==> src/source/ctrl_consts.svh <==
`ifndef CTRL_CONSTS_SVH
`define CTRL_CONSTS_SVH

// Field widths
`define CTRL_INSTR_W 32
`define CTRL_COND_W  4
`define CTRL_FLAGS_W 4
`define CTRL_ALU_W   4
`define CTRL_MULT_W  3

// Condition codes in instruction bits 31:28
`define COND_EQ 4'b0000
`define COND_NE 4'b0001
`define COND_CS 4'b0010
`define COND_CC 4'b0011
`define COND_MI 4'b0100
`define COND_PL 4'b0101
`define COND_VS 4'b0110
`define COND_VC 4'b0111
`define COND_HI 4'b1000
`define COND_LS 4'b1001
`define COND_GE 4'b1010
`define COND_LT 4'b1011
`define COND_GT 4'b1100
`define COND_LE 4'b1101
`define COND_AL 4'b1110

// Op field in instruction bits 27:26
`define OP_DATA   2'b00
`define OP_MEM    2'b01
`define OP_BRANCH 2'b10

`define ALU_ADD    4'b0100 // Address and target adds
`define MUL_NIBBLE 4'b1001 // Bits 7:4 of a multiply
`define BX_OPCODE  4'b1001 // Bits 24:21 of BX
`define PC_REG     4'd15

`endif

==> src/source/ctrl_pkg.sv <==
`default_nettype none

`include "ctrl_consts.svh"

package ctrl_pkg;

  // One fetched instruction
  typedef logic [`CTRL_INSTR_W-1:0] instrT;

  typedef logic [`CTRL_COND_W-1:0] condT;

  // N Z C V with N in bit 3
  typedef logic [`CTRL_FLAGS_W-1:0] flagsT;

  typedef logic [`CTRL_ALU_W-1:0] aluCtrlT;   // From bits 24:21
  typedef logic [`CTRL_MULT_W-1:0] multCtrlT; // From bits 23:21

  // Register or immediate source select
  typedef logic [1:0] srcSelT;

  // Bit 1 enables N and Z
  // Bit 0 enables C and V
  typedef logic [1:0] flagWriteT;

endpackage

`default_nettype wire

==> src/source/instrDecoder.sv <==
`default_nettype none

`include "ctrl_consts.svh"

module instrDecoder (
  input  ctrl_pkg::instrT     instrD,
  output ctrl_pkg::srcSelT    regSrcD,
  output ctrl_pkg::srcSelT    immSrcD,
  output logic                aluSrcD,
  output logic                memToRegD,
  output logic                regWriteD,
  output logic                memWriteD,
  output logic                branchD,
  output logic                multSelectD,
  output logic                bxInstrD,
  output logic                pcSrcD,
  output ctrl_pkg::aluCtrlT   aluControlD,
  output ctrl_pkg::multCtrlT  multControlD,
  output ctrl_pkg::flagWriteT flagWriteD
);

  logic       aluOpD;  // Data processing and multiply
  logic [1:0] opField;
  logic [3:0] rdField;
  logic       immBit;
  logic       sBit;
  logic       isMult;
  logic       isBx;

  assign opField = instrD[27:26];
  assign rdField = instrD[15:12];
  assign immBit  = instrD[25];
  assign sBit    = instrD[20];  // L bit for LDR and STR
  assign isMult  = (instrD[7:4] == `MUL_NIBBLE);
  assign isBx    = (instrD[24:21] == `BX_OPCODE) && (rdField == `PC_REG);

  // Control table by class
  always_comb begin
    regSrcD     = 2'd0;
    immSrcD     = 2'd0;
    aluSrcD     = 1'b0;
    memToRegD   = 1'b0;
    regWriteD   = 1'b0;
    memWriteD   = 1'b0;
    branchD     = 1'b0;
    aluOpD      = 1'b0;
    multSelectD = 1'b0;
    bxInstrD    = 1'b0;
    case (opField)
      `OP_DATA: begin
        if (immBit) begin
          aluSrcD   = 1'b1;
          regWriteD = 1'b1;
          aluOpD    = 1'b1;
        end else if (isMult) begin
          regWriteD   = 1'b1;
          aluOpD      = 1'b1;
          multSelectD = 1'b1;
        end else if (isBx) begin
          regSrcD  = 2'd1;  // Target comes from Rm
          branchD  = 1'b1;
          bxInstrD = 1'b1;
        end else begin
          regWriteD = 1'b1;
          aluOpD    = 1'b1;
        end
      end
      `OP_MEM: begin
        immSrcD = 2'd1;  // 12-bit offset
        aluSrcD = 1'b1;
        if (sBit) begin
          memToRegD = 1'b1;
          regWriteD = 1'b1;
        end else begin
          regSrcD   = 2'd2;  // Read Rd as store data
          memWriteD = 1'b1;
        end
      end
      `OP_BRANCH: begin
        regSrcD = 2'd1;
        immSrcD = 2'd2;  // 24-bit word offset
        aluSrcD = 1'b1;
        branchD = 1'b1;
      end
      // Op field 11 stays all zero
      default: ;
    endcase
  end

  always_comb begin
    if (aluOpD) begin
      aluControlD = instrD[24:21];
      flagWriteD  = {sBit, sBit};
    end else begin
      aluControlD = `ALU_ADD;
      flagWriteD  = 2'b00;
    end
  end

  assign multControlD = instrD[23:21];

  // Any write to R15 or any branch redirects fetch
  assign pcSrcD = (regWriteD && (rdField == `PC_REG)) || branchD;

endmodule

`default_nettype wire

==> src/source/condUnit.sv <==
`default_nettype none

`include "ctrl_consts.svh"

module condUnit (
  input  logic                clk,
  input  logic                arstN,
  input  logic                stallE,
  input  ctrl_pkg::condT      condE,
  input  ctrl_pkg::flagsT     flagsE,     // ALU flags of this instruction
  input  ctrl_pkg::flagWriteT flagWriteE,
  input  logic                branchE,
  input  logic                regWriteE,
  input  logic                memWriteE,
  input  logic                pcSrcE,
  output logic                branchTakenE,
  output logic                regWriteGatedE,
  output logic                memWriteGatedE,
  output logic                pcSrcGatedE,
  output logic                prevCarryE
);

  ctrl_pkg::flagsT flagsQ;  // Stored NZCV
  ctrl_pkg::flagsT flagsNext;
  logic            condExE;
  logic            flagN;
  logic            flagZ;
  logic            flagC;
  logic            flagV;

  assign {flagN, flagZ, flagC, flagV} = flagsQ;

  // Condition check against the stored flags
  always_comb begin
    case (condE)
      `COND_EQ: condExE = flagZ;
      `COND_NE: condExE = ~flagZ;
      `COND_CS: condExE = flagC;
      `COND_CC: condExE = ~flagC;
      `COND_MI: condExE = flagN;
      `COND_PL: condExE = ~flagN;
      `COND_VS: condExE = flagV;
      `COND_VC: condExE = ~flagV;
      `COND_HI: condExE = flagC & ~flagZ;
      `COND_LS: condExE = ~flagC | flagZ;
      `COND_GE: condExE = (flagN == flagV);
      `COND_LT: condExE = (flagN != flagV);
      `COND_GT: condExE = ~flagZ & (flagN == flagV);
      `COND_LE: condExE = flagZ | (flagN != flagV);
      `COND_AL: condExE = 1'b1;
      default:  condExE = 1'b0;  // Code 1111 never executes
    endcase
  end

  // Only an executed instruction updates its enabled flag pairs
  always_comb begin
    flagsNext = flagsQ;
    if (condExE) begin
      if (flagWriteE[1])
        flagsNext[3:2] = flagsE[3:2];
      if (flagWriteE[0])
        flagsNext[1:0] = flagsE[1:0];
    end
  end

  always_ff @(posedge clk or negedge arstN) begin
    if (!arstN) begin
      flagsQ <= '0;
    end else if (!stallE) begin
      flagsQ <= flagsNext;
    end
  end

  assign branchTakenE   = branchE & condExE;
  assign regWriteGatedE = regWriteE & condExE;
  assign memWriteGatedE = memWriteE & condExE;
  assign pcSrcGatedE    = pcSrcE & condExE;

  assign prevCarryE = flagC;  // Carry in for ADC and SBC

endmodule

`default_nettype wire

==> src/source/pipeRegs.sv <==
`default_nettype none

module pipeRegs (
  input  logic                clk,
  input  logic                arstN,
  input  logic                stallE,
  input  logic                flushE,
  input  logic                stallM,
  input  logic                stallW,
  input  logic                flushW,
  input  logic                aluSrcD,
  input  logic                memToRegD,
  input  logic                regWriteD,
  input  logic                memWriteD,
  input  logic                branchD,
  input  logic                multSelectD,
  input  logic                bxInstrD,
  input  logic                pcSrcD,
  input  ctrl_pkg::aluCtrlT   aluControlD,
  input  ctrl_pkg::multCtrlT  multControlD,
  input  ctrl_pkg::flagWriteT flagWriteD,
  input  ctrl_pkg::condT      condD,
  input  logic                memWriteGatedE,
  input  logic                regWriteGatedE,
  input  logic                pcSrcGatedE,
  output logic                aluSrcE,
  output ctrl_pkg::aluCtrlT   aluControlE,
  output ctrl_pkg::multCtrlT  multControlE,
  output logic                memToRegE,
  output ctrl_pkg::flagWriteT flagWriteE,
  output logic                branchE,
  output logic                regWriteE,
  output logic                memWriteE,
  output logic                pcSrcE,
  output logic                bxInstrE,
  output logic                multSelectE,
  output ctrl_pkg::condT      condE,
  output logic                memWriteM,
  output logic                memToRegM,
  output logic                regWriteM,
  output logic                pcSrcM,
  output logic                memToRegW,
  output logic                regWriteW,
  output logic                pcSrcW,
  output logic                pcWrPendingF
);

  // Execute controls that a flush turns into a bubble
  always_ff @(posedge clk or negedge arstN) begin
    if (!arstN) begin
      {regWriteE, memWriteE, branchE, pcSrcE, memToRegE, bxInstrE} <= '0;
      flagWriteE <= '0;
    end else if (flushE) begin
      {regWriteE, memWriteE, branchE, pcSrcE, memToRegE, bxInstrE} <= '0;
      flagWriteE <= '0;
    end else if (!stallE) begin
      {regWriteE, memWriteE, branchE, pcSrcE, memToRegE, bxInstrE} <=
        {regWriteD, memWriteD, branchD, pcSrcD, memToRegD, bxInstrD};
      flagWriteE <= flagWriteD;
    end
  end

  // Datapath selects pass through a flush unchanged
  always_ff @(posedge clk or negedge arstN) begin
    if (!arstN) begin
      {aluSrcE, multSelectE} <= '0;
      aluControlE  <= '0;
      multControlE <= '0;
      condE        <= '0;
    end else if (!stallE) begin
      {aluSrcE, multSelectE} <= {aluSrcD, multSelectD};
      aluControlE  <= aluControlD;
      multControlE <= multControlD;
      condE        <= condD;
    end
  end

  always_ff @(posedge clk or negedge arstN) begin
    if (!arstN) begin
      {memWriteM, memToRegM, regWriteM, pcSrcM} <= '0;
    end else if (!stallM) begin
      {memWriteM, memToRegM, regWriteM, pcSrcM} <=
        {memWriteGatedE, memToRegE, regWriteGatedE, pcSrcGatedE};
    end
  end

  always_ff @(posedge clk or negedge arstN) begin
    if (!arstN) begin
      {memToRegW, regWriteW, pcSrcW} <= '0;
    end else if (flushW) begin
      {memToRegW, regWriteW, pcSrcW} <= '0;
    end else if (!stallW) begin
      {memToRegW, regWriteW, pcSrcW} <= {memToRegM, regWriteM, pcSrcM};
    end
  end

  assign pcWrPendingF = pcSrcD | pcSrcE | pcSrcM;  // PC write still in flight

endmodule

`default_nettype wire

==> src/source/controlUnit.sv <==
`default_nettype none

`include "ctrl_consts.svh"

module controlUnit (
  input  logic               clk,
  input  logic               arstN,
  input  ctrl_pkg::instrT    instrD,
  input  ctrl_pkg::flagsT    flagsE,
  input  logic               stallE,
  input  logic               flushE,
  input  logic               stallM,
  input  logic               stallW,
  input  logic               flushW,
  output ctrl_pkg::srcSelT   regSrcD,
  output ctrl_pkg::srcSelT   immSrcD,
  output logic               aluSrcE,
  output ctrl_pkg::aluCtrlT  aluControlE,
  output ctrl_pkg::multCtrlT multControlE,
  output logic               multSelectE,
  output logic               bxInstrE,
  output logic               branchTakenE,
  output logic               prevCarryE,
  output logic               memWriteM,
  output logic               memToRegM,
  output logic               regWriteM,  // Hazard unit
  output logic               memToRegE,  // Hazard unit
  output logic               memToRegW,
  output logic               regWriteW,
  output logic               pcSrcW,
  output logic               pcWrPendingF
);

  // Decode fields
  logic                aluSrcD;
  logic                memToRegD;
  logic                regWriteD;
  logic                memWriteD;
  logic                branchD;
  logic                multSelectD;
  logic                bxInstrD;
  logic                pcSrcD;
  ctrl_pkg::aluCtrlT   aluControlD;
  ctrl_pkg::multCtrlT  multControlD;
  ctrl_pkg::flagWriteT flagWriteD;

  // Execute fields before and after gating
  ctrl_pkg::flagWriteT flagWriteE;
  ctrl_pkg::condT      condE;
  logic                branchE;
  logic                regWriteE;
  logic                memWriteE;
  logic                pcSrcE;
  logic                regWriteGatedE;
  logic                memWriteGatedE;
  logic                pcSrcGatedE;
  logic                pcSrcM;

  instrDecoder decoderInst (
    .instrD, .regSrcD, .immSrcD, .aluSrcD, .memToRegD, .regWriteD, .memWriteD,
    .branchD, .multSelectD, .bxInstrD, .pcSrcD, .aluControlD, .multControlD,
    .flagWriteD
  );

  condUnit condUnitInst (
    .clk, .arstN, .stallE, .condE, .flagsE, .flagWriteE, .branchE, .regWriteE,
    .memWriteE, .pcSrcE, .branchTakenE, .regWriteGatedE, .memWriteGatedE,
    .pcSrcGatedE, .prevCarryE
  );

  pipeRegs pipeRegsInst (
    .clk, .arstN, .stallE, .flushE, .stallM, .stallW, .flushW,
    .aluSrcD, .memToRegD, .regWriteD, .memWriteD, .branchD, .multSelectD,
    .bxInstrD, .pcSrcD, .aluControlD, .multControlD, .flagWriteD,
    .condD          (instrD[`CTRL_INSTR_W-1 -: `CTRL_COND_W]),  // Bits 31:28
    .memWriteGatedE, .regWriteGatedE, .pcSrcGatedE,
    .aluSrcE, .aluControlE, .multControlE, .memToRegE, .flagWriteE, .branchE,
    .regWriteE, .memWriteE, .pcSrcE, .bxInstrE, .multSelectE, .condE,
    .memWriteM, .memToRegM, .regWriteM, .pcSrcM,
    .memToRegW, .regWriteW, .pcSrcW, .pcWrPendingF
  );

endmodule

`default_nettype wire

==> config.mk <==
export PLATFORM = sky130hd
export DESIGN_NAME = controlUnit
export DESIGN_NICKNAME = d
export VERILOG_FILES = /design/src/source/ctrl_pkg.sv /design/src/source/instrDecoder.sv /design/src/source/condUnit.sv /design/src/source/pipeRegs.sv /design/src/source/controlUnit.sv
export VERILOG_INCLUDE_DIRS = /design/src /design/src/source
export SDC_FILE = /design/constraint.sdc
export NUM_CORES = 1
export LEC_CHECK = 0
export ABC_AREA = 1
export BUFFER_PORTS_ARGS = -buffer_cell sky130_fd_sc_hd__buf_2
export CAP_MARGIN = 20
export CORE_ASPECT_RATIO = 1.75
export CORE_MARGIN = 2
export CORE_UTILIZATION = 35
export DETAILED_ROUTE_END_ITERATION = 16
export MAX_ROUTING_LAYER = met4
export SLEW_MARGIN = 20
export SYNTH_ARGS = -nofsm -noshare
export SYNTH_HDL_FRONTEND = slang
export SYNTH_SLANG_ARGS = --single-unit
==> constraint.sdc <==
create_clock -name clk -period 1.4 [get_ports clk]
set_input_delay 0.07 -clock clk [delete_from_list [all_inputs] [get_ports clk]]
set_output_delay 0.07 -clock clk [all_outputs]
set_load 0.02 [all_outputs]
Yosys cells after proc, flatten, opt, wreduce, memory -nomap -nowiden:

Index checks and enable logic that the tools add are counted.

* bits in registers: 32
* input port bits: 43
* output and inout port bits: 24
* logic and storage cells: 115

* equality and inequality tests: 23
* mux-type cells: 48
* bitwise gates (word level): 15
* reductions and logical operators: 8

Operator list (count)
* == test 4 bit, second input constant: 10
* 2-to-1 mux 1 bit: 35
* == test 4 x 3 -> 1 bit, second input constant: 4
* one-hot mux 1 bit (15 select lines): 1
* 2-to-1 mux 2 bit: 6
* == test 4 x 2 -> 1 bit, second input constant: 2
* bitwise AND 1 bit: 6
* one-hot mux 1 bit (2 select lines): 3
* one-hot mux 2 bit (3 select lines): 1
* AND reduction 3 bit: 2
* inverter 1 bit: 5
* == test 4 x 1 -> 1 bit, second input constant: 1
* zero test 4 bit: 1
* 2-to-1 mux 4 bit: 1
* inequality test 2 x 1 -> 1 bit, second input constant: 2
* OR 1 bit: 4
* one-hot mux 2 bit (2 select lines): 1
* == test 2 x 1 -> 1 bit, second input constant: 1
* == test 2 bit, second input constant: 1
* logical AND 1 bit: 2
* zero test 2 bit: 1
* OR reduction 2 bit: 1
* == test 1 bit: 1
* logical OR 1 bit: 1
* inequality test 1 bit: 1

Logic depth before layout (Yosys ltp):

Gate-level depths: netlist of the first run.

* word-level depth: 10
* gate-level depth with buffers: 11
* mapped depth without buffers: 11

Modules after synthesis:

From an unflattened synthesis of the first run, not the netlist that was laid out.

* cells, all modules: 269
* area total of the unflattened synthesis: 1905.6 um^2

By module, submodules not included
* pipeRegs: times used 1, cells an instance 124, area each 1106.1 um^2
* condUnit: times used 1, cells an instance 86, area each 461.7 um^2
* instrDecoder: times used 1, cells an instance 59, area each 337.8 um^2

Worst setup path before layout of the first run:

No wires, ideal clock.

* kind: register to register
* start: register condUnitInst.flagsQ[1]
* end: register condUnitInst.flagsQ[1]
* library setup time: 117 ps
* data arrival time: 1161 ps
* data required time: 1283 ps
* slack: 122 ps
* stages on the path, launching flop included: 10
* buffers on the path: 0
* period minus slack after synthesis: 1278 ps
* cell sequence: dfrtp_1 > inv_1 > a21oi_2 > nand2_1 > nand2_1 > nand2_2 > nand3_4 > nand2_4 > nand2_1 > nand2_1

* cells in the longest elaborated chain, start to end: 4
* elaborated cells on any way between the ends: 5
* those cells by class: mux (1); bitwise (3); reduce/logical (1)

Ends and longest elaborated chain
* start, declared: line condUnit.sv:23 `ctrl_pkg::flagsT flagsQ;`
* start signal, assigned: line condUnit.sv:70 `flagsQ <= flagsNext;`
* inverter 1 bit: line condUnit.sv:39, condUnit.sv:45
* OR 1 bit: line condUnit.sv:45 `` `COND_LS: condExE = ~flagC | flagZ; ``
* one-hot mux 1 bit (15 select lines) *: line condUnit.sv:35 `case (condE)`
* AND reduction 3 bit (no line) *

Mark *: on every way between the ends. The rest lies on a longest branch, timed or not.
A chain may end at the register's enable or synchronous reset.

Worst setup path in the final report of the first run:

* start: register condUnitInst.flagsQ[3]
* end: output port branchTakenE

* cells in the longest elaborated chain, start to end: 4
* elaborated cells on any way between the ends: 7
* those cells by class: eq/ne (2); mux (1); bitwise (4)

Ends and longest elaborated chain
* inequality test 1 bit or == test 1 bit (tied branches)
* OR 1 bit or bitwise AND 1 bit (tied branches): line condUnit.sv:49, condUnit.sv:48
* one-hot mux 1 bit (15 select lines) *: line condUnit.sv:35
* bitwise AND 1 bit *: line condUnit.sv:74 `assign branchTakenE = branchE & condExE;`
* end, declared: line controlUnit.sv:22 `output logic branchTakenE,`

Marks and branches as above.

==> results of run 1 <==
## flip-flops by register name, summed over array words and instances (netlist names), 3 cells and up
register,count
pipeRegsInst.aluControlE,4
condUnitInst.flagsQ,4
pipeRegsInst.multControlE,3
pipeRegsInst.condE,4
## final cells by class
cell class                      instances  area (µm²)
Tap cell                               51        63.8
Fill cell                             467        2170
Timing Repair Buffer                   72         425
Clock inverter                          1        5.00
Sequential cell                        31         778
Inverter                               27         101
Multi-Input combinational cell        146         773
Clock buffer                            6        82.6
## cells by family (layout without fill, tap and decap cells)
group | after synthesis | after routing | share of synthesized area [%]
AO/OA/AOI/OAI | 25 | 25 | 9.26
flip-flops | 31 | 31 | 48.2
adder cells (fa/ha/maj) | 5 | 5 | 3.89
buffers and inverters | 30 | 106 | 7.08
AND/OR/NAND/NOR | 116 | 116 | 31.5
## critical path, stage by stage, from the launching register on
cell and delay, ps:
dfrtp_1 430, inv_2 70, nand2_2 70, nand2_2 60
nand2_1 90, nand3_2 100, nor2_4 110, nand3_4 90
nand2_2 80, inv_2 30, buf_6 120
## worst max path at each step
| stage | end | cells after the start | startpoint | slack [ps] |
|---|---|---|---|---|
| 2_1_floorplan | condUnitInst.flagsQ[1]$_DFFE_PN0P_ | 9 | condUnitInst.flagsQ[1]$_DFFE_PN0P_ | 120 |
| 3_3_place_gp | branchTakenE | 10 | pipeRegsInst.condE[0]$_DFFE_PN0N_ | -10 |
| 3_5_place_dp | branchTakenE | 10 | pipeRegsInst.condE[0]$_DFFE_PN0N_ | -8 |
| 4_1_cts | branchTakenE | 10 | pipeRegsInst.condE[1]$_DFFE_PN0N_ | -230 |
| 5_1_grt | branchTakenE | 10 | pipeRegsInst.condE[1]$_DFFE_PN0N_ | -310 |
| 6_report | branchTakenE | 10 | condUnitInst.flagsQ[3]$_DFFE_PN0P_ | -210 |
## per-layer routing
metal | global-route usage [%] | up-vias | wire length (µm)
met5 | - | - | 0
met4 | 9.76 | 0 | 116
met3 | 2.48 | 10 | 129
met2 | 32.5 | 36 | 2290
met1 | 16.6 | 716 | 1470
li1 | - | 807 | -
## Yosys cell counts, drive strengths merged
cell / count
nand2: 73
dfrtp: 31
inv: 26
nand3: 24
nor2: 17
o21ai: 16
ha: 5
a21oi: 3
a22o: 2
clkbuf: 2
o22ai: 2
buf: 1
clkinv: 1
nand3b: 1
o31ai: 1
o41ai: 1
or2: 1
## power groups by stage
stage | registers [mW] | clock network [mW] | logic [mW]
finish | 1.05 | 0.707 | 0.660
floorplan | 1.08 | 0 | 0.306
detailed placement | 1.06 | 0 | 0.548
global route | 1.06 | 0.765 | 0.730
CTS | 1.05 | 0.733 | 0.590
global placement | 1.06 | 0 | 0.543
## cells in the final DEF, fill, tap and decap left out, types with 4 or more instances in the layout
cell           synthesis  routed
clkbuf_8               0       6
inv_2                  4       9
dfrtp_1               31      29
o21ai_0               15      15
nor2_1                15      13
nand2_1               70      62
buf_4                  0      13
inv_1                 22      18
nand3_2                0       4
dlygate4sd3_1          0       4
nand2_2                2      10
buf_2                  1      53
nand3_1               23      19
ha_1                   5       5
## stage by stage
| step | worst slack, ps | total power [mW] |
|---|---|---|
| after floorplan | 122 | 1.38 |
| after global routing | -312 | 2.56 |
| final | -208 | 2.42 |
| after detailed placement | -8.26 | 1.61 |
| after CTS | -233 | 2.37 |
| after global placement | -11.4 | 1.60 |
## repair_timing
item / 4_1_cts / 5_1_grt
pin swaps: 4 / 15
endpoints found under the hold margin: 34 / 0
gates resized for setup: 5 / 21
buffers inserted: 4 / 3
cloned: 0 / 0
setup endpoints to repair: 1 / 9
hold buffers: 4 / 0
==> results.yml, run 1 <==
timing:
  period_needed_ps: 1610
  timing.hold.ws_ps: 9.04
  final_hold_viol_count: 0
  layout_worst_path_cycle_share_pct: 115
  skew_ps: 7.70
  rsz0062_at_grt: "yes"
  slew_viol_final: 0
  finalWorstSetupSlack_ps: -208
  fmax_mhz: 622
  fin_setup_tns_ps: -1080
  worst_slew_pin_slew_ps: 404
  setup_violations: 7
  slew_headroom_pct: 73.0
hold_path:
  worstHoldStart: "instrD[31]"
  hp-class: "input port to flip-flop"
  worstHoldPathCells: 3
  hold_end: "pipeRegsInst.condE[3]$_DFFE_PN0N_"
cells_and_area:
  design_area_um2: 2230
  fin_util_pct: 50.6
  drive_gt1_share_pct: 38.5
  antenna_cells: 0
  area_growth_pct: 38.7
  fin_nets: 331
  fin_cells: 334
yosys:
  synth_area_leaders: "dfrtp_1, nand2_1, nand3_1"
  synth_top_area_cell: "dfrtp_1"
  ys_ff_latch: 31
  syn-num-nets: 255
  yosys_warnings: 0
  synth_top_area_share_pct: 48.2
  netlist_area_um2: 1610
  seq_area_frac_synth_pct: 48.2
  syn_inst: 207
  avgSynthCellArea_um2: 7.77
  ys_types: 25
power:
  switching_share_pct: 32.2
  ir_drop_mv: 0.718
  seqPwrFrac_pct: 43.5
  p_clk_share_pct: 29.2
  power.share.combinational_pct: 27.2
  power.leakage_nw: 1.23
  switchingPower_mw: 0.779
  p_per_area_nw_per_um2: 1090
  p_int_mw: 1.64
die:
  dieArea_um2: 5170
  start_util_pct: 36.5
  die_h_um: 93.7
  num_io_pins: 67
  die_width_um: 55.2
  num_rows: 32
  core_um2: 4400
clocking:
  cts_tree: "done"
  clk_latency_ps: 290
  cts_max_path_buffers: 2
  clk_pin_slew_ps: 70
  clockRootBuffer: "clkbuf_8"
  cts_made_buffers: 5
  cts_sinks: 31
  cts-htree-levels: 2
global_route:
  overflow: 0
  grt_first_pass_wirelength_um: 6750
  grt.total_usage_pct: 17.3
  grt_pass1_vias: 1594
  antenna_found_initial: 0
  grt_max_degree: 32
placement:
  dp_cells: 316
  placed_cell_area_um2: 1980
  place_congestion: 0.865
  dp_hpwl_um: 3050
  io_buffers: 54
critical_path:
  arrival_ps: 1540
  startpoint_type: "flip-flop"
  path_class: "flip-flop to output port"
  r2r_setup_slack_ps: -170
  r2r_cells: 12
  r2r_end: "condUnitInst.flagsQ[3]$_DFFE_PN0P_"
  regToRegStartpoint: "pipeRegsInst.condE[1]$_DFFE_PN0N_"
  cp.required_ps: 1330
  worstPathMaxFanout: 4
  cp-end-kind: "output port"
status:
  violations: "setup timing"
  status: "finished, violations left"
detailed_routing:
  via_count: 1569
  firstDrtPassIters: 3
  drc: 0
  wl_um: 4010
  drt_iter0_drc: 14
  routedWlPerCell_um: 12.0
  via_per_inst: 4.70
  ant_nets: 0
flow_run:
  maxCapViolations: 0
(Power assumes the default switching activity.)
==> run 2: changes to the inputs <==
--- a/config.mk
+++ b/config.mk
@@ -6,7 +6,6 @@
 export SDC_FILE = /design/constraint.sdc
 export NUM_CORES = 1
 export LEC_CHECK = 0
-export ABC_AREA = 1
 export BUFFER_PORTS_ARGS = -buffer_cell sky130_fd_sc_hd__buf_2
 export CAP_MARGIN = 20
 export CORE_ASPECT_RATIO = 1.75
==> run 2 against run 1 <==
Net effect:
- the run still ends with setup timing left
- clock-buffer cell count is the same
- flip-flop and latch count is the same
- register-to-register slack lost 530 ps
- sequential share of layout area shrank 2.6 points
- wire length grew 3.8%
- first-iteration DRC count grew 110%
- global-route usage shrank 0.41 points
- cell area grew 8.2%
- combinational power grew 7.7%
- highest routed layer unchanged
==> results.yml, run 2 <==
cells_and_area:
  fin_util_pct: 54.3
  drive_gt1_share_pct: 49.0
  antenna_cells: 0
  final_common_cell: "buf_2"
  area_growth_pct: 47.9
  fin_cells: 290
  layout_common_cells: "buf_2, dfrtp_1, buf_4, nand2_1, nor2_1"
  fin_nets: 286
  reg_top3: "condUnitInst.flagsQ x4, pipeRegsInst.aluControlE x4, pipeRegsInst.condE x4"
yosys:
  yosys_warnings: 0
  avgSynthCellArea_um2: 10.7
  synth_ff_type: "dfrtp_1"
  synth_area_leaders: "dfrtp_1, mux2_2, ha_1"
  synth-simple-area-share_pct: 19.6
  synth.top_cells.by_count: "dfrtp_1, nand2_1, nor2_1"
  synth_top_family_by_area: "simple AND/OR/NAND/NOR gates"
  synth_top_area_cell: "dfrtp_1"
  seq_area_frac_synth_pct: 47.5
  synth_compound_area_share_pct: 14.3
  synth.most_common_cell: "dfrtp_1"
  synth_fa_ha_area_share_pct: 3.83
  synth_top_area_share_pct: 47.5
  synth-edff-count: 0
  syn-num-nets: 201
  netlist_area_um2: 1630
  ys_ff_latch: 31
  synth_mux_area_share_pct: 10.7
  synthArstFlopShare_pct: 100
  synth-xor-area-share_pct: 0.537
  syn_inst: 153
  ys_types: 43
die:
  die_h_um: 94.3
  die_width_um: 55.6
  num_io_pins: 67
  dieArea_um2: 5250
  num_rows: 32
  start_util_pct: 36.7
  core_um2: 4440
detailed_routing:
  drc: 0
  via_count: 1494
  wl_um: 4160
  routedWlPerCell_um: 14.3
  firstDrtPassIters: 4
  ant_nets: 0
  via_per_inst: 5.15
  drt_iter0_drc: 30
flow_run:
  maxCapViolations: 0
critical_path:
  startpoint_type: "flip-flop"
  r2r_setup_slack_ps: -700
  cp.required_ps: 1570
  r2r_end: "condUnitInst.flagsQ[0]$_DFFE_PN0P_"
  regToRegStartpoint: "condUnitInst.flagsQ[0]$_DFFE_PN0P_"
  startpoint: "condUnitInst.flagsQ[0]$_DFFE_PN0P_"
  crit_end: "condUnitInst.flagsQ[0]$_DFFE_PN0P_"
  path_class: "flip-flop to flip-flop"
  cp-end-kind: "flip-flop"
  arrival_ps: 2270
  worstPathMaxFanout: 5
  r2r_cells: 6
clocking:
  cts_max_path_buffers: 2
  clockRootBuffer: "clkbuf_8"
  cts_made_buffers: 5
  clk_latency_ps: 290
  cts_tree: "done"
  cts_sinks: 31
  cts-htree-levels: 2
  clk_pin_slew_ps: 70
timing:
  setup_violations: 8
  final_hold_viol_count: 0
  slew_viol_final: 0
  fmax_mhz: 476
  timing.hold.ws_ps: 0.520
  worst_slew_pin_slew_ps: 401
  fin_setup_tns_ps: -5290
  rsz0062_at_grt: "yes"
  slew_headroom_pct: 73.3
  skew_ps: 6.84
  layout_worst_path_cycle_share_pct: 150
  period_needed_ps: 2100
  finalWorstSetupSlack_ps: -703
power:
  ir_drop_mv: 0.742
  power.leakage_nw: 1.19
  p_per_area_nw_per_um2: 1110
placement:
  dp_slack_ps: -661
  io_buffers: 54
  place_congestion: 0.799
  dp_hpwl_um: 3050
  dp_cells: 269
status:
  status: "finished, violations left"
  violations: "setup timing"
global_route:
  met1_usage_pct: 15.6
  grt_pass1_vias: 1544
  grt_first_pass_wirelength_um: 6740
  top_usage_layer: "met2"
  grt_max_degree: 32
  grt_use_met2_pct: 31.1
  antenna_found_initial: 0
  overflow: 0
  grt.total_usage_pct: 16.9
  groute.layer.met3.usage_pct: 3.86
hold_path:
  worstHoldPathCells: 2
  hp-class: "input port to flip-flop"
==> run 2: cell count changes in the layout (fill, tap and decap cells not counted), moves of 8 or more <==
cell	before	now
nand2_1	62	14
nand3_1	19	0
inv_1	18	6
buf_4	13	24
nand2_2	10	0
o21ai_0	15	5
inv_2	9	0
a21oi_1	1	9
==> run 2: timing repair <==
action / in CTS / in global routing
pin swaps: 4 / 9
hold buffers: 3 / 0
endpoints found under the hold margin: 35 / 0
endpoints found under the setup margin: 9 / 9
gates resized for setup: 9 / 21
setup buffers: 6 / 5
==> run 2: kinds of logic (layout without fill, tap and decap cells) <==
kind of cell,Yosys count,after routing
muxes,16,16
adders and majority gates,5,5
AOI/OAI and AO/OA,31,31
xor gates and xnor gates,1,1
and+or+nand+nor,57,57
DFF,31,31
buffers and inverters,12,98
==> run 2: layer usage <==
metal  part of all wire (%)  vias to the layer above
met5                      0                        -
met4                    3.4                        0
li1                       -                      717
met3                    5.0                       14
met1                     36                      720
met2                     55                       43
==> run 2: through the flow <==
stage	total power, mW	instance area (µm²)
global placement	1.63	2070
global route	2.80	2410
CTS	2.63	2310
finish	2.68	2410
detailed placement	1.63	2070
floorplan	1.39	1660
==> run 2: worst min-delay path by stage <==
stage                   start                                        to  slack [ps]
floorplan               arstN        condUnitInst.flagsQ[0]$_DFFE_PN0P_        -230
global placement        arstN  pipeRegsInst.multControlE[2]$_DFFE_PN0N_         110
detailed placement      arstN  pipeRegsInst.multControlE[2]$_DFFE_PN0N_         110
CTS                 flagsE[3]        condUnitInst.flagsQ[3]$_DFFE_PN0P_         0.9
global route        flagsE[2]        condUnitInst.flagsQ[2]$_DFFE_PN0P_           3
finish              flagsE[3]        condUnitInst.flagsQ[3]$_DFFE_PN0P_         0.5
==> run 2: layout make-up <==
type,count,area [µm²]
Tap cell,51,63.8
Sequential cell,31,779
Clock inverter,2,35.0
Multi-Input combinational cell,110,892
Inverter,6,22.5
Timing Repair Buffer,84,537
Clock buffer,6,82.6
Fill cell,434,2030
==> run 2: power by group <==
part / switching [mW] / total (mW) / internal [mW]
sequential: 0.0800 / 1.05 / 0.975
combinational: 0.348 / 0.711 / 0.362
clock: 0.342 / 0.917 / 0.575
==> run 2: critical path, stage by stage (launching register included) <==
cell,delay [ps]
dfrtp_2,440
xor2_1,300
o2111a_1,330
o32ai_4,110
buf_6,140
a311oi_4,310
mux2_1,360
